## config.mk

```make
export PLATFORM = sky130hd
export DESIGN_NAME = tag_store_flat
export DESIGN_NICKNAME = d
export VERILOG_FILES = /design/src/logic/cache_pkg.sv /design/src/logic/cache_array_if.sv /design/src/logic/tag_store.sv /design/src/flat_wrapper.sv
export SDC_FILE = /design/constraint.sdc
export NUM_CORES = 1
export LEC_CHECK = 0
export ABC_AREA = 1
export BUFFER_PORTS_ARGS = -buffer_cell sky130_fd_sc_hd__buf_4
export CELL_PAD_IN_SITES_DETAIL_PLACEMENT = 0
export CELL_PAD_IN_SITES_GLOBAL_PLACEMENT = 1
export CORE_MARGIN = 10
export CORE_UTILIZATION = 55
export CTS_CLUSTER_DIAMETER = 150
export CTS_CLUSTER_SIZE = 40
export DETAILED_ROUTE_END_ITERATION = 8
export HOLD_SLACK_MARGIN = 0.15
export PLACE_DENSITY_LB_ADDON = 0.1
export SETUP_SLACK_MARGIN = 0.05
export SKIP_LAST_GASP = 1
export SYNTH_ARGS = -nofsm -noshare
export SYNTH_HDL_FRONTEND = slang
export SYNTH_SLANG_ARGS = --single-unit
```

## constraint.sdc

```tcl
create_clock -name clk_i -period 5.4 [get_ports clk_i]
set_clock_uncertainty 0.15 [all_clocks]
set_input_delay 0.54 -clock clk_i [delete_from_list [all_inputs] [get_ports clk_i]]
set_output_delay 0.54 -clock clk_i [all_outputs]
set_load 0.01 [all_outputs]
```

## src/logic/cache_pkg.sv

```systemverilog
/*
  Geometry and shared types of the two-way write-back data cache.
  Modules import this inside their bodies and use scoped names in their port lists.
  The address union is split from this geometry, so the sizes are fixed here.
*/
package cache_pkg;

  ////////////////////////////////////////////////////////////
  // geometry
  ////////////////////////////////////////////////////////////
  parameter int ADR_W  = 32;                            // byte address
  parameter int WAYS   = 2;
  parameter int IDX_W  = 4;                             // 16 sets
  parameter int WORD_W = 2;                             // 4 words per line
  parameter int TAG_W  = ADR_W - IDX_W - WORD_W - 2;    // 24
  parameter int LINE_W = 32 << WORD_W;                  // 128 bit line
  parameter int SETS   = 1 << IDX_W;

  // address as seen by the arrays
  typedef struct packed {
    logic [TAG_W-1:0]  tag;
    logic [IDX_W-1:0]  idx;
    logic [WORD_W-1:0] word;
    logic [1:0]        byte_ofs;  // always 0 on the bus
  } cache_adr_s;

  // raw for the bus side, fld for the lookup
  typedef union packed {
    logic [ADR_W-1:0] raw;
    cache_adr_s       fld;
  } cache_adr_u;

  typedef enum logic [2:0] {
    IDLE,       // wait for request or invalidate
    LOOKUP,     // ram read, then compare
    EVICT_RD,   // copy victim line to the write-back buffer
    EVICT_WB,   // four write beats
    FILL,       // four read beats
    DONE        // one idle cycle after ack
  } ctrl_state_e;

endpackage

```

## src/logic/cache_array_if.sv

```systemverilog
/*
  Bundle between the cache controller and the two storage blocks.
  The controller drives index, way and write strobes, the stores answer with
  hit and victim info (tag side) and read words (data side).
*/
`timescale 1ns/1ps

interface cache_array_if;
  import cache_pkg::*;

  // controller to stores
  logic [IDX_W-1:0]  idx;          // set, read every cycle
  logic [WORD_W-1:0] word;         // word in line, beat number during bursts
  logic [WAYS-1:0]   way_sel;      // one-hot
  logic              tag_we;
  logic [TAG_W-1:0]  tag_wdat;     // request tag, also the compare tag
  logic              fill_dirty;   // dirty value written with tag_we
  logic              data_we;      // byte write on a write hit
  logic [3:0]        be;
  logic [31:0]       wdat;
  logic              fill_line;    // one fill beat, full word
  logic              buf_load;
  logic              inval;        // drop all valid bits

  // tag store answers
  logic              hit;
  logic [WAYS-1:0]   hit_way;
  logic [WAYS-1:0]   victim_way;
  logic              victim_dirty;
  logic [TAG_W-1:0]  victim_tag;

  // data store answers
  logic [31:0]       rd_word;
  logic [31:0]       buf_word;

  modport ctrl (
    output idx, word, way_sel, tag_we, tag_wdat, fill_dirty, data_we, be, wdat,
           fill_line, buf_load, inval,
    input  hit, hit_way, victim_way, victim_dirty, victim_tag, rd_word, buf_word
  );

  modport tag (
    input  idx, way_sel, tag_we, tag_wdat, fill_dirty, inval,
    output hit, hit_way, victim_way, victim_dirty, victim_tag
  );

  modport data (
    input  idx, word, way_sel, data_we, be, wdat, fill_line, buf_load, hit_way,
    output rd_word, buf_word
  );

endinterface

```

## src/logic/tag_store.sv

```systemverilog
/*
  Tag side of the cache. One tag ram per way with a registered read,
  valid and dirty bits in flops, one replacement bit per set.
  Produces the hit vector and the victim way, tag and dirty state
  for the set read in the previous cycle.
*/
`timescale 1ns/1ps

module tag_store (
  input logic        clk_i,
  input logic        rst_ni,
  cache_array_if.tag arr
);
  import cache_pkg::*;

  logic [TAG_W-1:0] tag_ram [WAYS][SETS];
  logic [TAG_W-1:0] tag_q   [WAYS];   // ram read data
  logic [SETS-1:0]  valid_q [WAYS];
  logic [SETS-1:0]  dirty_q [WAYS];
  logic [SETS-1:0]  repl_q;           // two ways, one bit names the victim
  logic [IDX_W-1:0] rd_idx_q;         // set behind tag_q
  logic [WAYS-1:0]  vld_way;
  logic [WAYS-1:0]  drt_way;
  logic [WAYS-1:0]  hit_vec;
  logic [WAYS-1:0]  vict;
  logic [TAG_W-1:0] vtag;

  for (genvar w = 0; w < WAYS; w++)
  begin : g_way
    always_ff @(posedge clk_i)
    begin
      if (arr.tag_we && arr.way_sel[w])
        tag_ram[w][arr.idx] <= arr.tag_wdat;
      tag_q[w] <= tag_ram[w][arr.idx];   // old data on same-cycle write
    end

    always_ff @(posedge clk_i or negedge rst_ni)
    begin
      if (!rst_ni)
      begin
        valid_q[w] <= '0;
        dirty_q[w] <= '0;
      end
      else
      begin
        if (arr.inval)
          valid_q[w] <= '0;              // whole cache at once
        else if (arr.tag_we && arr.way_sel[w])
          valid_q[w][arr.idx] <= 1'b1;
        if (arr.tag_we && arr.way_sel[w])
          dirty_q[w][arr.idx] <= arr.fill_dirty;
      end
    end
  end

  always_ff @(posedge clk_i or negedge rst_ni)
  begin
    if (!rst_ni)
    begin
      repl_q   <= '0;
      rd_idx_q <= '0;
    end
    else
    begin
      rd_idx_q <= arr.idx;
      if (|arr.way_sel)
        repl_q[arr.idx] <= arr.way_sel[0];   // used way 0 -> replace way 1 next
    end
  end

  ////////////////////////////////////////////////////////////
  // compare and victim choice
  ////////////////////////////////////////////////////////////
  always_comb
  begin
    for (int w = 0; w < WAYS; w++)
    begin
      vld_way[w] = valid_q[w][rd_idx_q];
      drt_way[w] = dirty_q[w][rd_idx_q];
      hit_vec[w] = vld_way[w] & (tag_q[w] == arr.tag_wdat);
    end
  end

  always_comb
  begin
    vict                   = '0;
    vict[repl_q[rd_idx_q]] = 1'b1;   // set full
    for (int w = WAYS - 1; w >= 0; w--)
    begin
      if (!vld_way[w])
      begin
        vict    = '0;
        vict[w] = 1'b1;              // lowest invalid way wins
      end
    end
    vtag = '0;
    for (int w = 0; w < WAYS; w++)
      if (vict[w])
        vtag = tag_q[w];
  end

  assign arr.hit          = |hit_vec;
  assign arr.hit_way      = hit_vec;
  assign arr.victim_way   = vict;
  assign arr.victim_dirty = |(vict & vld_way & drt_way);   // dirty only counts when valid
  assign arr.victim_tag   = vtag;

endmodule

```

## src/flat_wrapper.sv

```systemverilog
// flat-port wrapper written by rule: the top's interface ports become plain ports
module tag_store_flat import cache_pkg::*;
  (clk_i, rst_ni, arr_idx, arr_way_sel, arr_tag_we, arr_tag_wdat, arr_fill_dirty, arr_inval, arr_hit, arr_hit_way, arr_victim_way, arr_victim_dirty, arr_victim_tag);
  cache_array_if arr_i ();
  input logic clk_i;
  input logic rst_ni;
  input wire logic [$bits(arr_i.idx)-1:0] arr_idx;
  input wire logic [$bits(arr_i.way_sel)-1:0] arr_way_sel;
  input wire logic [$bits(arr_i.tag_we)-1:0] arr_tag_we;
  input wire logic [$bits(arr_i.tag_wdat)-1:0] arr_tag_wdat;
  input wire logic [$bits(arr_i.fill_dirty)-1:0] arr_fill_dirty;
  input wire logic [$bits(arr_i.inval)-1:0] arr_inval;
  output wire logic [$bits(arr_i.hit)-1:0] arr_hit;
  output wire logic [$bits(arr_i.hit_way)-1:0] arr_hit_way;
  output wire logic [$bits(arr_i.victim_way)-1:0] arr_victim_way;
  output wire logic [$bits(arr_i.victim_dirty)-1:0] arr_victim_dirty;
  output wire logic [$bits(arr_i.victim_tag)-1:0] arr_victim_tag;
  assign arr_i.idx = arr_idx;
  assign arr_i.way_sel = arr_way_sel;
  assign arr_i.tag_we = arr_tag_we;
  assign arr_i.tag_wdat = arr_tag_wdat;
  assign arr_i.fill_dirty = arr_fill_dirty;
  assign arr_i.inval = arr_inval;
  assign arr_hit = arr_i.hit;
  assign arr_hit_way = arr_i.hit_way;
  assign arr_victim_way = arr_i.victim_way;
  assign arr_victim_dirty = arr_i.victim_dirty;
  assign arr_victim_tag = arr_i.victim_tag;
  tag_store u_core (.clk_i(clk_i), .rst_ni(rst_ni), .arr(arr_i));
endmodule
```

==> reports/qor.yml, run 1 <==
drv_cap: 0
overflow: 0
core_area_um2: 61800
end_kind: "primary output"
rsz0062_at_grt: "false"
critPathTopFamily: "simple AND/OR/NAND/NOR gates"
hold_class: "in -> reg"
synth_compound_area_frac: 0.0961
postCtsSetupBuffers: 0
criticalPathCategory: "reg -> out"
synth_xor_area_frac: 0.0107
fp.dieH_um: 270
setup_viol: 0
synth_seq_cells: 900
grt_pass1_wl_um: 136000
num_vias: 20600
start_kind: "flop"
yosysMostFrequentCell: "edfxtp_1"
synth_commonest_cells: "edfxtp_1 (768), nand2_1 (606), a22oi_1 (384), inv_1 (119), nand3_1 (94)"
synthArstFlopShare: 0.0933
antenna_found_initial: 1
clockBufferDepth: 3
first_global_vias: 19900
ant_nets: 0
status: "completed"
cp_data_required_time_ns: 4.71
place.gp.congestion: 0.878
initial_core_util: 0.556
routed_wl_um: 92600
ys_seq_area_frac: 0.760
slowest_stage: "dfrtp_1"
avgSynthCellArea_um2: 13.7
clkSinkCount: 900
dieArea_um2: 72900
port_buffers: 64
synthFlopType: "edfxtp_1"
synthSimpleGateAreaFrac: 0.101
slew_headroom: 0.141
remaining_drc_errors: 0
syn2layout_area_growth_pct: 6.33
hold_viol_final: 0
die_w_um: 270
fin_util: 0.591
num-nets-final: 2521
place.detailed.hpwl_um: 51400
power.density_nw_per_um2: 323
arrival_ns: 3.70
synth_top_area_share: 0.671
synthDistinctLibCells: 27
syn-num-nets: 2540
grtUsageTotal: 0.248
max_stage_delay_ns: 0.92
timing.setup.tns_ns: 0
fmax_mhz: 228
cts_tree: "yes"
slew_violations: 0
path_clk_slew_ns: 0.15
cp_cell_sequence: "inv_1, nand3_1, nand3_1, nand3_1, nand2_1, nand2_4, nand2_8, nand2_1, nand2_1, buf_4"
syn_area_um2: 34400
worst-path-max-fanout: 26
synth.area.top_cells: "edfxtp_1 (67%), a22oi_1 (8.4%), nand2_1 (6.6%)"
crit_buf_inv: 2
grt_max_degree: 193
routed_via_density: 6.15
tightest_slew_ns: 1.29
drive_above_1_share: 0.0650
post_drt_wl_per_cell_um: 27.7
ir_drop_v: 0.000289
min_period_over_period: 0.813
firstDrtPassIters: 5
yosys.area.top_type: "edfxtp_1"
synth_top_family_by_area: "simple AND/OR/NAND/NOR gates"
dr.first_iter.drc_count: 2354
synthAdderAreaFrac: 0
syn_inst: 2505
htreeDepth: 1
root_buffer: "clkbuf_16"
clock_latency_ns: 0.66
synth_edf_count: 768
io_pins: 65
synthMuxAreaShare: 0
cellLeakagePower_nw: 12.6
num_rows: 91
ys_warn_count: 0
fin_crit_ns: 4.39
numCtsBuffers: 26
## layout make-up
class | count | area (um^2)
Antenna cell | 1 | 2.50
Clock buffer | 47 | 751
Clock inverter | 1 | 20.0
Fill cell | 4897 | 25300
Inverter | 121 | 467
Multi-Input combinational cell | 1349 | 7410
Sequential cell | 900 | 26100
Tap cell | 837 | 1050
Timing Repair Buffer | 88 | 733
## metal layers
metal | routed length (um) | vias to the layer above | GRT usage | part of all wire
met5 | 0 | - | 0 | 0
met4 | 1210 | 0 | 0.0407 | 0.013
met3 | 7480 | 59 | 0.0334 | 0.081
met2 | 44200 | 818 | 0.397 | 0.48
met1 | 39700 | 10600 | 0.364 | 0.43
li1 | - | 9102 | - | -
## final timing paths
check | startpoint | endpoint | cells after the start | slack (ns)
max | u_core.rd_idx_q[1] | arr_victim_tag[9] | 10 | 1.01
min | arr_tag_wdat[7] | u_core.tag_ram[0][463] | 1 | 0.17
max reg2reg | u_core.tag_ram[0][580] | u_core.tag_q[0][28] | 4 | 4.01
min reg2reg | u_core.dirty_q[10] | u_core.dirty_q[10] | 2 | 0.35
max in group asynchronous | rst_ni | u_core.dirty_q[19] | 2 | 3.89
min in group asynchronous | rst_ni | u_core.dirty_q[15] | 2 | 0.48
## sequential cells by signal, indices dropped and copies added, names as in the netlist
name / count
u_core.repl_q: 16
u_core.rd_idx_q: 4
u_core.valid_q: 32
u_core.tag_q: 48
u_core.dirty_q: 32
u_core.tag_ram: 768
## what timing repair did
| item | CTS | global route |
|---|---|---|
| hold endpoints to repair | 106 | 0 |
| hold buffers | 9 | 0 |
| resized for setup | 0 | 0 |
## stage by stage
stage / setup WS (ns) / cell area [um^2] / total power (W) / instances / hold slack (ns)
after floorplan: 2.66 / 34400 / 0.00852 / 2505 / 0.0944
after global placement: 1.85 / 35700 / 0.00900 / 3286 / 0.319
after detailed placement: 1.73 / 35700 / 0.00902 / 3286 / 0.324
after CTS: 1.00 / 36500 / 0.0118 / 3343 / 0.151
after global routing: 0.772 / 36500 / 0.0122 / 3343 / 0.156
final: 1.01 / 36600 / 0.0118 / 3344 / 0.171
## report_power, final
group,internal [W],switching [W]
combinational,0.000305,0.000695
clock,0.000972,0.00196
sequential,0.00772,0.000148
total,0.00900,0.00280
## cell families after synthesis
| family | after synthesis |
|---|---|
| simple gates | 839 |
| compound gates | 468 |
| flops | 900 |
| buf+inv | 256 |
| xor+xnor | 42 |
## cells in the final DEF (no fill, tap or decap), drive strengths merged
cell type    count
and3             1
clkbuf          47
edfxtp         768
xnor2           27
nand4           54
clkinv           1
or2              3
a21oi           33
dlygate4sd3      9
diode            1
dfxtp           48
nor3             4
dfrtp           84
xor2            15
a22oi          384
nor2            65
inv            121
o21ai           51
nand2          618
buf             79
nand3           94
No activity file was read; power rests on OpenSTA's default activity.
==> run 2, diff against run 1 <==
ABC_AREA = 0   (was 1)
CORE_UTILIZATION = 50   (was 55)
clock period = 3.7 ns   (was 5.4 ns; I/O delays follow)
==> run 2 against run 1 <==
  * Via count decreased by 23%
  * Cell area increased by 4.3%
  * Synthesized area increased by 0.23%
  * Critical path depth decreased by 2
==> reports/qor.yml, run 2 <==
crit_buf_inv: 4  # +2
power_w: 0.0172  # +45%
fin_crit_ns: 3.65
grtUsageMet2: 0.340  # -0.0567
place.detailed.hpwl_um: 50800  # -1.1%
num_vias: 15900  # -23%
syn-num-nets: 1573  # -38%
critPathTopFamily: "multiplexers"
slowest_stage: "mux4_2"
yosys.area.top_type: "edfxtp_1"
routed_via_density: 6.18  # +0.53%
placed_area_um2: 36700  # +2.9%
crit_start: "u_core.rd_idx_q[0]"
die_w_um: 283  # +4.6%
num-nets-final: 1702  # -32%
stdcell_area_um2: 38100  # +4.3%
port_buffers: 64  # unchanged
core_area_um2: 68500  # +11%
num_rows: 96  # +5.5%
post_drt_wl_per_cell_um: 32.8  # +19%
synthDistinctLibCells: 35  # +30%
grt_max_degree: 117  # -39%
remaining_drc_errors: 0  # unchanged
busiest_layer: "met2"
grtUsageTotal: 0.215  # -0.0326
use_met3: 0.0442  # +0.0108
fp.dieH_um: 283  # +4.6%
overflow: 0  # unchanged
r2r-start: "u_core.tag_ram[0][585]"
drive_above_1_share: 0.310  # +0.245
min_period_over_period: 0.987
reg.largest.list: "u_core.tag_ram x768, u_core.tag_q x48"
firstDrtPassIters: 6  # +1
start_kind: "flop"
clkSinkCount: 900  # unchanged
synth_edf_count: 768  # unchanged
synthFlopType: "edfxtp_1"
arrival_ns: 3.13  # -0.57 ns
worst-path-max-fanout: 5  # -81%
syn_area_um2: 34500  # +0.23%
clock_latency_ns: 0.63  # -0.03 ns
initial_core_util: 0.503  # -0.0528
rsz0062_at_grt: "true"
criticalPathCategory: "reg -> out"
ys_warn_count: 0  # unchanged
path_clk_slew_ns: 0.14  # about the same
ir_drop_v: 0.000382  # +32%
yosysMostFrequentCell: "edfxtp_1"
synth.area.top_cells: "edfxtp_1 (67%), mux4_2 (16%), dfrtp_1 (6.1%)"
diodes: 0  # -1
cellLeakagePower_nw: 12.3  # -2.3%
layout_common_cells: "edfxtp_1 (768), mux4_2 (253), buf_4 (90), dfrtp_1 (82), nor2_1 (67)"
largest-register: "u_core.tag_ram"
slew_violations: 0  # unchanged
ys_seq_area_frac: 0.758  # -0.00177
tightest_slew_ns: 1.10  # -0.185 ns
max_stage_delay_ns: 0.55  # -0.37 ns
dr.first_iter.drc_count: 1743  # -26%
ant_nets: 0  # unchanged
use_met1: 0.312  # -0.0521
fmax_mhz: 274
io_pins: 65  # unchanged
synth_top_area_share: 0.669  # -0.00156
cp_data_required_time_ns: 3.18  # -1.53 ns
hold_start: "arr_idx[0]"
synth_commonest_cells: "edfxtp_1 (768), mux4_2 (250), nor2_1 (99), dfrtp_1 (84), dfxtp_1 (48)"
grt_pass1_wl_um: 122000  # -9.9%
place.gp.congestion: 0.800  # -8.9%
status: "completed"
dieArea_um2: 79800  # +9.5%
cts_tree: "yes"
clockBufferDepth: 3  # unchanged
largest_reg_flops: 768  # unchanged
antenna_found_initial: 1  # unchanged
slew_headroom: 0.264  # +0.123
avgSynthCellArea_um2: 22.4  # +63%
end_kind: "primary output"
routed_wl_um: 84300  # -8.9%
mostFrequentLayoutCell: "edfxtp_1"
syn_inst: 1538  # -39%
timing.setup.tns_ns: 0  # unchanged
setup_viol: 0  # unchanged
syn2layout_area_growth_pct: 10.7
first_global_vias: 16600  # -16%
hold_class: "in -> reg"
root_buffer: "clkbuf_16"
htreeDepth: 1  # unchanged
cp_cell_sequence: "buf_12, mux4_2, mux4_2, o21ai_4, buf_12, clkbuf_16, mux2_4, buf_6"
synth_seq_cells: 900  # unchanged
synthArstFlopShare: 0.0933  # unchanged
power.density_nw_per_um2: 450  # +39%
numCtsBuffers: 26  # unchanged
hold_viol_final: 0  # unchanged
drv_cap: 0  # unchanged
## run 2: cell count changes after synthesis, sizes merged, moves of 45 or more
cell and delta:
mux2 +57, buf -45, nand3 -83, nand2 -609, inv -119, mux4 +261, a22oi -382, nand4 -45
## run 2: stage by stage
| stage | cells | util | hold WS, ns | setup slack [ns] |
|---|---|---|---|---|
| floorplan | 1538 | - | -0.0756 | 0.594 |
| global placement | 2478 | 0.536 | 0.325 | 0.465 |
| detailed placement | 2478 | 0.536 | 0.335 | 0.430 |
| CTS | 2568 | 0.555 | 0.199 | 0.0272 |
| global route | 2569 | 0.557 | 0.251 | -0.0360 |
| finish | 2569 | 0.557 | 0.187 | 0.0474 |
## run 2: layout make-up
class / instances / area (um^2)
Fill cell: 5197 / 30300
Sequential cell: 900 / 26100
Tap cell: 882 / 1100
Clock inverter: 1 / 20.0
Clock buffer: 47 / 751
Inverter: 1 / 3.75
Multi-Input combinational cell: 560 / 8240
Timing Repair Buffer: 178 / 1890
## run 2: power breakdown
| group | total, W | internal, W | switching (W) |
|---|---|---|---|
| Combinational | 0.00140 | 0.000677 | 0.000727 |
| Clock | 0.00427 | 0.00142 | 0.00285 |
| Sequential | 0.0115 | 0.0113 | 0.000207 |
## run 2: layer usage
| metal | wire length [um] | up-vias |
|---|---|---|
| met2 | 40200 | 499 |
| met4 | 1300 | 0 |
| met1 | 36400 | 8761 |
| li1 | - | 6566 |
| met5 | 0 | - |
| met3 | 6440 | 57 |
## run 2: worst register-to-register path, cell delays in order (launching register included)
cell	delay (ns)
edfxtp_1	0.39
mux4_2	0.49
mux4_2	0.56
## run 2: kinds of logic after synthesis
group / count (synthesis) / share of synthesized area
AO/OA/AOI/OAI: 39 / 0.00639
buffers and inverters: 78 / 0.0104
flip-flops: 900 / 0.758
multiplexers: 320 / 0.193
XOR/XNOR: 48 / 0.0122
AND/OR/NAND/NOR: 153 / 0.0198
## run 2: worst paths after layout
| path | to | slack [ns] | cells past startpoint |
|---|---|---|---|
| setup / recovery | arr_victim_tag[15] | 0.05 | 8 |
| hold / removal | u_core.repl_q[13] | 0.19 | 4 |
| setup reg to reg | u_core.tag_q[0][33] | 1.99 | 2 |
| hold reg to reg | u_core.valid_q[9] | 0.37 | 2 |
| max in group asynchronous | u_core.rd_idx_q[2] | 2.29 | 2 |
| min in group asynchronous | u_core.dirty_q[11] | 0.31 | 2 |
## run 2: timing repair
action	CTS	global route
pin swaps	2	0
setup endpoints to repair	27	25
hold buffers	35	0
buffers inserted	5	0
cloned	2	1
hold endpoints to repair	908	0
resized for setup	18	29
