[config.mk]
export PLATFORM = sky130hd
export DESIGN_NAME = cache_ctrl_flat
export DESIGN_NICKNAME = d
export VERILOG_FILES = /design/src/logic/cache_pkg.sv /design/src/logic/cache_array_if.sv /design/src/logic/cache_ctrl.sv /design/src/flat_wrapper.sv
export SDC_FILE = /design/constraint.sdc
export NUM_CORES = 1
export LEC_CHECK = 0
export ABC_AREA = 1
export BUFFER_PORTS_ARGS = -buffer_cell sky130_fd_sc_hd__buf_4
export CELL_PAD_IN_SITES_DETAIL_PLACEMENT = 2
export CELL_PAD_IN_SITES_GLOBAL_PLACEMENT = 2
export CORE_ASPECT_RATIO = 0.8
export CORE_MARGIN = 2
export CORE_UTILIZATION = 21
export CTS_BUF_LIST = sky130_fd_sc_hd__clkbuf_16
export DETAILED_ROUTE_END_ITERATION = 10
export PLACE_DENSITY_LB_ADDON = 0.05
export SYNTH_ARGS = -nofsm -noshare
export SYNTH_HDL_FRONTEND = slang
export SYNTH_SLANG_ARGS = --single-unit
[constraint.sdc]
create_clock -name clk_i -period 4.86 [get_ports clk_i]
set_clock_uncertainty 0.15 [all_clocks]
set_input_delay 0.243 -clock clk_i [delete_from_list [all_inputs] [get_ports clk_i]]
set_output_delay 0.243 -clock clk_i [all_outputs]
set_load 0.005 [all_outputs]
[src/logic/cache_pkg.sv]
/*
  Geometry and shared types of the two-way write-back data cache.
  Modules import this inside their bodies and use scoped names in their port lists.
  The address union is split from this geometry, so the sizes are fixed here.
*/
package cache_pkg;

  ////////////////////////////////////////////////////////////
  // geometry
  ////////////////////////////////////////////////////////////
  parameter int ADR_W  = 32;                            // byte address
  parameter int WAYS   = 2;
  parameter int IDX_W  = 4;                             // 16 sets
  parameter int WORD_W = 2;                             // 4 words per line
  parameter int TAG_W  = ADR_W - IDX_W - WORD_W - 2;    // 24
  parameter int LINE_W = 32 << WORD_W;                  // 128 bit line
  parameter int SETS   = 1 << IDX_W;

  // address as seen by the arrays
  typedef struct packed {
    logic [TAG_W-1:0]  tag;
    logic [IDX_W-1:0]  idx;
    logic [WORD_W-1:0] word;
    logic [1:0]        byte_ofs;  // always 0 on the bus
  } cache_adr_s;

  // raw for the bus side, fld for the lookup
  typedef union packed {
    logic [ADR_W-1:0] raw;
    cache_adr_s       fld;
  } cache_adr_u;

  typedef enum logic [2:0] {
    IDLE,       // wait for request or invalidate
    LOOKUP,     // ram read, then compare
    EVICT_RD,   // copy victim line to the write-back buffer
    EVICT_WB,   // four write beats
    FILL,       // four read beats
    DONE        // one idle cycle after ack
  } ctrl_state_e;

endpackage

[src/logic/cache_array_if.sv]
/*
  Bundle between the cache controller and the two storage blocks.
  The controller drives index, way and write strobes, the stores answer with
  hit and victim info (tag side) and read words (data side).
*/
`timescale 1ns/1ps

interface cache_array_if;
  import cache_pkg::*;

  // controller to stores
  logic [IDX_W-1:0]  idx;          // set, read every cycle
  logic [WORD_W-1:0] word;         // word in line, beat number during bursts
  logic [WAYS-1:0]   way_sel;      // one-hot
  logic              tag_we;
  logic [TAG_W-1:0]  tag_wdat;     // request tag, also the compare tag
  logic              fill_dirty;   // dirty value written with tag_we
  logic              data_we;      // byte write on a write hit
  logic [3:0]        be;
  logic [31:0]       wdat;
  logic              fill_line;    // one fill beat, full word
  logic              buf_load;
  logic              inval;        // drop all valid bits

  // tag store answers
  logic              hit;
  logic [WAYS-1:0]   hit_way;
  logic [WAYS-1:0]   victim_way;
  logic              victim_dirty;
  logic [TAG_W-1:0]  victim_tag;

  // data store answers
  logic [31:0]       rd_word;
  logic [31:0]       buf_word;

  modport ctrl (
    output idx, word, way_sel, tag_we, tag_wdat, fill_dirty, data_we, be, wdat,
           fill_line, buf_load, inval,
    input  hit, hit_way, victim_way, victim_dirty, victim_tag, rd_word, buf_word
  );

  modport tag (
    input  idx, way_sel, tag_we, tag_wdat, fill_dirty, inval,
    output hit, hit_way, victim_way, victim_dirty, victim_tag
  );

  modport data (
    input  idx, word, way_sel, data_we, be, wdat, fill_line, buf_load, hit_way,
    output rd_word, buf_word
  );

endinterface

[src/logic/cache_ctrl.sv]
/*
  Cache sequencer. Registers a core request, looks it up in two cycles and
  either acks a hit or runs write-back and fill bursts on Wishbone classic,
  then retries the lookup. Beats are counted by the external beat counter.
*/
`timescale 1ns/1ps

module cache_ctrl (
  input  logic                         clk_i,
  input  logic                         rst_ni,
  input  logic                         req_i,
  input  logic                         we_i,
  input  logic                         inval_i,
  input  logic [cache_pkg::ADR_W-1:0]  adr_i,
  input  logic [3:0]                   be_i,
  input  logic [31:0]                  wdat_i,
  output logic                         ack_o,
  output logic [31:0]                  rdat_o,
  output logic                         wb_cyc_o,
  output logic                         wb_stb_o,
  output logic                         wb_we_o,
  output logic [cache_pkg::ADR_W-1:0]  wb_adr_o,
  output logic [31:0]                  wb_dat_o,
  input  logic [31:0]                  wb_dat_i,
  input  logic                         wb_ack_i,
  output logic                         beat_en_o,
  input  logic [cache_pkg::WORD_W-1:0] beat_i,
  input  logic                         last_i,
  cache_array_if.ctrl                  arr
);
  import cache_pkg::*;

  ctrl_state_e      state_q, state_d;
  cache_adr_u       req_q;      // request address, held until ack
  logic             we_q;
  logic [3:0]       be_q;
  logic [31:0]      wdat_q;
  logic             cmp_q;      // second lookup cycle, store outputs valid
  logic [WAYS-1:0]  way_q;      // way being evicted and refilled
  logic [TAG_W-1:0] vtag_q;     // tag of the evicted line
  logic             hit_cyc;
  logic             miss_cyc;
  cache_adr_u       wb_adr;

  assign hit_cyc  = (state_q == LOOKUP) & cmp_q & arr.hit;
  assign miss_cyc = (state_q == LOOKUP) & cmp_q & ~arr.hit;

  ////////////////////////////////////////////////////////////
  // state and control registers
  ////////////////////////////////////////////////////////////
  always_ff @(posedge clk_i or negedge rst_ni)
  begin
    if (!rst_ni)
    begin
      state_q <= IDLE;
      cmp_q   <= 1'b0;
      way_q   <= '0;
    end
    else
    begin
      state_q <= state_d;
      cmp_q   <= (state_q == LOOKUP) & ~cmp_q;  // read cycle, then compare cycle
      if (miss_cyc)
        way_q <= arr.victim_way;                // victim moves once repl updates
    end
  end

  // request payload
  always_ff @(posedge clk_i)
  begin
    if ((state_q == IDLE) && req_i)
    begin
      req_q.raw <= adr_i;
      we_q      <= we_i;
      be_q      <= be_i;
      wdat_q    <= wdat_i;
    end
    if (miss_cyc)
      vtag_q <= arr.victim_tag;
  end

  always_comb
  begin
    state_d = state_q;
    case (state_q)
      IDLE:
        if (req_i)
          state_d = LOOKUP;
      LOOKUP:
      begin
        if (hit_cyc)
          state_d = DONE;
        else if (miss_cyc)
          state_d = arr.victim_dirty ? EVICT_RD : FILL;  // clean victim is just dropped
      end
      EVICT_RD: state_d = EVICT_WB;
      EVICT_WB:
        if (last_i)
          state_d = FILL;
      FILL:
        if (last_i)
          state_d = LOOKUP;   // retry, line is in now
      DONE:     state_d = IDLE;
      default:  state_d = IDLE;
    endcase
  end

  ////////////////////////////////////////////////////////////
  // array strobes
  ////////////////////////////////////////////////////////////
  assign arr.idx        = req_q.fld.idx;
  assign arr.word       = beat_en_o ? beat_i : req_q.fld.word;
  assign arr.tag_wdat   = req_q.fld.tag;
  assign arr.way_sel    = hit_cyc ? arr.hit_way :
                          (state_q inside {EVICT_RD, EVICT_WB, FILL}) ? way_q : '0;
  assign arr.data_we    = hit_cyc & we_q;
  assign arr.tag_we     = (hit_cyc & we_q) | ((state_q == FILL) & last_i);
  assign arr.fill_dirty = (state_q != FILL);   // write hit sets dirty, fill clears it
  assign arr.be         = be_q;
  assign arr.wdat       = (state_q == FILL) ? wb_dat_i : wdat_q;
  assign arr.fill_line  = (state_q == FILL) & wb_ack_i;
  assign arr.buf_load   = (state_q == EVICT_RD);
  assign arr.inval      = (state_q == IDLE) & inval_i & ~req_i;

  // wishbone master, address from victim tag or request tag
  always_comb
  begin
    wb_adr.raw      = '0;
    wb_adr.fld.tag  = (state_q == EVICT_WB) ? vtag_q : req_q.fld.tag;
    wb_adr.fld.idx  = req_q.fld.idx;
    wb_adr.fld.word = beat_i;                  // +4 per acked beat
  end

  assign beat_en_o = (state_q == EVICT_WB) | (state_q == FILL);
  assign wb_cyc_o  = beat_en_o;
  assign wb_stb_o  = beat_en_o;
  assign wb_we_o   = (state_q == EVICT_WB);
  assign wb_adr_o  = wb_adr.raw;
  assign wb_dat_o  = arr.buf_word;

  assign ack_o  = hit_cyc;       // single pulse, DONE follows
  assign rdat_o = arr.rd_word;

endmodule

[src/flat_wrapper.sv]
// flat-port wrapper written by rule: the top's interface ports become plain ports
module cache_ctrl_flat import cache_pkg::*;
  (clk_i, rst_ni, req_i, we_i, inval_i, adr_i, be_i, wdat_i, ack_o, rdat_o, wb_cyc_o, wb_stb_o, wb_we_o, wb_adr_o, wb_dat_o, wb_dat_i, wb_ack_i, beat_en_o, beat_i, last_i, arr_idx, arr_word, arr_way_sel, arr_tag_we, arr_tag_wdat, arr_fill_dirty, arr_data_we, arr_be, arr_wdat, arr_fill_line, arr_buf_load, arr_inval, arr_hit, arr_hit_way, arr_victim_way, arr_victim_dirty, arr_victim_tag, arr_rd_word, arr_buf_word);
  cache_array_if arr_i ();
  input  logic clk_i;
  input  logic rst_ni;
  input  logic req_i;
  input  logic we_i;
  input  logic inval_i;
  input  logic [cache_pkg::ADR_W-1:0] adr_i;
  input  logic [3:0] be_i;
  input  logic [31:0] wdat_i;
  output logic ack_o;
  output logic [31:0] rdat_o;
  output logic wb_cyc_o;
  output logic wb_stb_o;
  output logic wb_we_o;
  output logic [cache_pkg::ADR_W-1:0] wb_adr_o;
  output logic [31:0] wb_dat_o;
  input  logic [31:0] wb_dat_i;
  input  logic wb_ack_i;
  output logic beat_en_o;
  input  logic [cache_pkg::WORD_W-1:0] beat_i;
  input  logic last_i;
  output wire logic [$bits(arr_i.idx)-1:0] arr_idx;
  output wire logic [$bits(arr_i.word)-1:0] arr_word;
  output wire logic [$bits(arr_i.way_sel)-1:0] arr_way_sel;
  output wire logic [$bits(arr_i.tag_we)-1:0] arr_tag_we;
  output wire logic [$bits(arr_i.tag_wdat)-1:0] arr_tag_wdat;
  output wire logic [$bits(arr_i.fill_dirty)-1:0] arr_fill_dirty;
  output wire logic [$bits(arr_i.data_we)-1:0] arr_data_we;
  output wire logic [$bits(arr_i.be)-1:0] arr_be;
  output wire logic [$bits(arr_i.wdat)-1:0] arr_wdat;
  output wire logic [$bits(arr_i.fill_line)-1:0] arr_fill_line;
  output wire logic [$bits(arr_i.buf_load)-1:0] arr_buf_load;
  output wire logic [$bits(arr_i.inval)-1:0] arr_inval;
  input wire logic [$bits(arr_i.hit)-1:0] arr_hit;
  input wire logic [$bits(arr_i.hit_way)-1:0] arr_hit_way;
  input wire logic [$bits(arr_i.victim_way)-1:0] arr_victim_way;
  input wire logic [$bits(arr_i.victim_dirty)-1:0] arr_victim_dirty;
  input wire logic [$bits(arr_i.victim_tag)-1:0] arr_victim_tag;
  input wire logic [$bits(arr_i.rd_word)-1:0] arr_rd_word;
  input wire logic [$bits(arr_i.buf_word)-1:0] arr_buf_word;
  assign arr_idx = arr_i.idx;
  assign arr_word = arr_i.word;
  assign arr_way_sel = arr_i.way_sel;
  assign arr_tag_we = arr_i.tag_we;
  assign arr_tag_wdat = arr_i.tag_wdat;
  assign arr_fill_dirty = arr_i.fill_dirty;
  assign arr_data_we = arr_i.data_we;
  assign arr_be = arr_i.be;
  assign arr_wdat = arr_i.wdat;
  assign arr_fill_line = arr_i.fill_line;
  assign arr_buf_load = arr_i.buf_load;
  assign arr_inval = arr_i.inval;
  assign arr_i.hit = arr_hit;
  assign arr_i.hit_way = arr_hit_way;
  assign arr_i.victim_way = arr_victim_way;
  assign arr_i.victim_dirty = arr_victim_dirty;
  assign arr_i.victim_tag = arr_victim_tag;
  assign arr_i.rd_word = arr_rd_word;
  assign arr_i.buf_word = arr_buf_word;
  cache_ctrl u_core (.clk_i(clk_i), .rst_ni(rst_ni), .req_i(req_i), .we_i(we_i), .inval_i(inval_i), .adr_i(adr_i), .be_i(be_i), .wdat_i(wdat_i), .ack_o(ack_o), .rdat_o(rdat_o), .wb_cyc_o(wb_cyc_o), .wb_stb_o(wb_stb_o), .wb_we_o(wb_we_o), .wb_adr_o(wb_adr_o), .wb_dat_o(wb_dat_o), .wb_dat_i(wb_dat_i), .wb_ack_i(wb_ack_i), .beat_en_o(beat_en_o), .beat_i(beat_i), .last_i(last_i), .arr(arr_i));
endmodule
==> results summary <==
Along the worst path, the maximum fanout reaches 38. The setup check on the worst reg-to-reg path leaves a slack of around 2.3 ns. The share of total power dissipated in combinational logic is 0.362. The width of the chip came out at approximately 170 um.

The share of total power dissipated in sequential elements is 0.403. The total number of H-tree levels is 3. The number of diodes came out at 0. The slew at the pin closest to its max-slew limit came out at 1.203 ns. In this run, the number of DRC markers left after iteration 0 of detailed routing was 158.

In this run the mean area of a mapped cell was a little over 10 um^2. Summed over all nets, the half-perimeter wirelength after detailed placement is 10750 um. The insertion delay of the later-clocked pin in the worst-skew pair came out at 0.35 ns. The relative max-transition margin is 0.1960. The share of total power dissipated in the clock network is 0.235. After synthesis the cells add up to 0.004668 mm^2. The arrival time at the worst endpoint is 2.94 ns. The async set-or-reset flop fraction in the synthesized netlist came out at 0.06186. The data required time at the worst endpoint is 4.47 ns. The worst setup path is of the register to output port kind. Counting the fill cells in the layout gives 2395. The initial cell density of the core is 0.2153.

The area fraction of the dominant cell type after synthesis is 0.5854. The number of nets with antenna violations after detailed routing is 0. The number of standard cells after synthesis came out at approximately 450. Setup violations remaining at the end of the flow were counted as 0. The clock transition at the registers of the reported paths is 0.07 ns.

TritonCTS built the clock tree. The growth of design area from synthesis to finish is 56.66%. The sort of element at the end of the critical path is an output port. The worst setup path is launched from a register.

The standard-cell row count is 48. The largest area contributor in the netlist is sky130_fd_sc_hd__edfxtp_1. The max capacitance violation total is 0. The count of different cell masters after synthesis came out at 19. The global-route wire length before repair came out at 22710 um. The post-layout minimum cycle time came out at between 3 and 4 ns. In the routed design, unresolved DRC markers number 0. The number of input and output port buffers inserted came out at 245.

Adding up every negative setup slack in the final design gives 0 ns. The fraction of final layout cells sized beyond drive strength 1 came out at 0.3905. The TritonCTS buffer count is 9. The part of the cycle the worst path needs is 0.6859.

The buffer levels on the longest clock path is 2. The final net count is approximately 890. After clock tree synthesis, the repair step resized 0 gates. The min-delay analysis places its worst path in the category input pin to register. The via density per instance came out at ~3.8. For this design the static power due to leakage is around 3.3 nW. Ranked by instance count, the synthesized netlist is headed by sky130_fd_sc_hd__nand2_1 (194), sky130_fd_sc_hd__buf_4 (102), sky130_fd_sc_hd__edfxtp_1 (91). The floorplan step defined a die boundary enclosing 0.02345 mm^2. The internal power component is around 2.0 mW. In this run the critical register-to-register path is launched from u_core.state_q[1]$_DFFE_PN0P_. The maximum number of pins on one net before global-route repair came out at 39. In the post-synthesis netlist, the biggest area contributors are sky130_fd_sc_hd__edfxtp_1 (59%), sky130_fd_sc_hd__buf_4 (16%), sky130_fd_sc_hd__nand2_1 (16%). The final max-slew violation count is 0.

The initial antenna violation count came out at 0. The number of search-and-repair iterations in the first detailed-routing pass is 4. The worst reg-to-reg path cell count is 4. The total wire length after detailed routing came out at roughly 15000 um. Based on the critical path, the design can be clocked at up to 300.0 MHz.

The highest ir drop seen on vdd came out at between 0.0001 and 0.00015 V. The clock drives 97 sinks. In this run the worst setup path begins at u_core.state_q[1]$_DFFE_PN0P_. The congestion estimate from routability-driven global placement came to 0.6839.

The number of hold violations in the final report came out at 0. The number of enable-type register cells in the synthesized netlist came out at 91. The portion of the post-synthesis area used by sequential elements is 0.6175. For this run, the total global-route usage over all layers was measured as 0.1286.

The vias after detailed routing is roughly 3800. In this run, placement finished with an instance count of 884. The most common cell in the synthesized netlist is sky130_fd_sc_hd__nand2_1. The total overflow reported by the global router is 0. The area of the core came out at 0.02168 mm^2. The flow ran to the end, and the final reports show no timing, DRC or antenna violations. In this run the vertical extent of the chip is approximately 140 um.

The root cell of the clock tree is sky130_fd_sc_hd__clkbuf_16. After detailed routing, the average wire length per cell comes to 15.37 um. The most critical setup path has its endpoint at arr_word[1]. Setup repair after global routing left no endpoint under its margin. In this run the critical register-to-register path is captured at u_core.wdat_q[22]$_DFFE_PP_. The net switching power is 0.9660 mW. Of the total power, the share spent switching nets is 0.3216. The final non-filler cell total is 994. The number of global-route vias before repair is 4148. The register bit total from synthesis is 97.

The power per unit of standard cell area came out at 410.7 mW/mm^2. The most used flip-flop cell after synthesis is sky130_fd_sc_hd__edfxtp_1. 378 I/O pins were placed.

The number of warning messages in the yosys log is 0.
==> cell type report <==
class | count | area, um^2 | share of cell area
multi-input combinational | 223 | 893.4 | 0.1222
inverter | 17 | 63.81 | 0.008725
clock inverter | 7 | 65.06 | 0.008896
timing repair buffer | 341 | 2808 | 0.3839
sequential | 97 | 2883 | 0.3942
clock buffer | 9 | 225.2 | 0.03080
tap | 300 | 375.4 | 0.05133
==> worst max-delay path, stage by stage, from the launching register on <==
cell                      delay (ns)
sky130_fd_sc_hd__dfrtp_1        0.46
sky130_fd_sc_hd__nor2_1         0.21
sky130_fd_sc_hd__inv_2          0.08
sky130_fd_sc_hd__nor2_4         0.68
sky130_fd_sc_hd__inv_2          0.55
sky130_fd_sc_hd__nand2_1        0.33
sky130_fd_sc_hd__nand2_1        0.08
sky130_fd_sc_hd__nand2_1        0.08
sky130_fd_sc_hd__buf_4          0.12
==> power by group through the flow <==
| stage | clock network, mW | registers, mW | logic [mW] |
|---|---|---|---|
| final | 0.705 | 1.21 | 1.09 |
| after global routing | 0.768 | 1.23 | 1.22 |
| after CTS | 0.748 | 1.21 | 1.13 |
| after detailed placement | 0 | 1.23 | 1.06 |
| after global placement | 0 | 1.22 | 1.05 |
| after floorplan | 0 | 1.22 | 0.535 |
==> how the worst min path moves through the flow <==
stage                           startpoint                       endpoint  slack (ns)  cells past startpoint
after global placement              rst_ni    u_core.way_q[1]$_DFFE_PN0P_       -0.09                      1
after detailed placement            rst_ni         u_core.cmp_q$_DFF_PN0_       -0.09                      1
after floorplan                     rst_ni         u_core.cmp_q$_DFF_PN0_       -0.20                      0
final                     arr_victim_dirty  u_core.state_q[2]$_DFFE_PN0P_        0.07                      4
after CTS                 arr_victim_dirty  u_core.state_q[2]$_DFFE_PN0P_        0.06                      4
after global routing                rst_ni  u_core.state_q[1]$_DFFE_PN0P_        0.08                      2
==> layer usage <==
layer  global-route usage  share of wire  wire length [um]  up-vias
li1                     -              -                 -     1812
met1               0.1471           0.40              6111     1769
met2               0.2146           0.47              7251      195
met3              0.06176           0.11              1718       23
met4              0.03656          0.013               194        0
met5                    0              0                 0        -
==> state kept, by name (all words and copies together) (netlist names) <==
signal,flops
u_core.we_q,1
u_core.state_q,3
u_core.vtag_q,24
u_core.cmp_q,1
u_core.req_q,30
u_core.arr.be,4
u_core.way_q,2
u_core.wdat_q,32
==> cells in the final DEF (no fill, tap or decap) <==
master	instances
sky130_fd_sc_hd__clkinv_4	2
sky130_fd_sc_hd__conb_1	2
sky130_fd_sc_hd__nor3b_1	1
sky130_fd_sc_hd__o21ai_0	4
sky130_fd_sc_hd__nand3_1	8
sky130_fd_sc_hd__inv_1	12
sky130_fd_sc_hd__nor2_1	6
sky130_fd_sc_hd__nor2_4	3
sky130_fd_sc_hd__buf_4	246
sky130_fd_sc_hd__clkinv_1	1
sky130_fd_sc_hd__buf_12	1
sky130_fd_sc_hd__o22ai_1	1
sky130_fd_sc_hd__nand2_1	194
sky130_fd_sc_hd__edfxtp_1	91
sky130_fd_sc_hd__inv_2	5
sky130_fd_sc_hd__clkinv_8	1
sky130_fd_sc_hd__or2_1	1
sky130_fd_sc_hd__nor3_2	1
sky130_fd_sc_hd__a21oi_1	1
sky130_fd_sc_hd__inv_6	1
sky130_fd_sc_hd__dlygate4sd3_1	94
sky130_fd_sc_hd__dfrtp_1	6
sky130_fd_sc_hd__clkbuf_16	9
sky130_fd_sc_hd__nand4_1	1
sky130_fd_sc_hd__inv_8	1
sky130_fd_sc_hd__clkinvlp_4	1
==> timing repair <==
| action | in CTS | in global routing |
|---|---|---|
| endpoints found under the hold margin | 99 | 0 |
| setup buffers | 0 | 0 |
| hold buffers | 94 | 0 |
==> metrics by stage <==
step	utilization	cell area, um^2	hold WS, ns	setup WS, ns	power [mW]
6_report	0.3373	7313	0.07488	1.527	3.003
2_1_floorplan	-	4672	-0.2026	0.7369	1.756
3_5_place_dp	0.2805	6082	-0.08817	1.750	2.293
5_1_grt	0.3373	7313	0.08030	1.060	3.226
4_1_cts	0.3373	7313	0.05763	1.353	3.089
3_3_place_gp	0.2805	6082	-0.09065	1.845	2.275
==> kinds of logic after synthesis <==
family,count (synthesis),share of synthesized area
simple gates,215,0.1815
buf+inv,130,0.1935
other cells,1,0.0008033
compound gates,6,0.006701
flops,97,0.6175
Power figures use the tool's default switching activity.
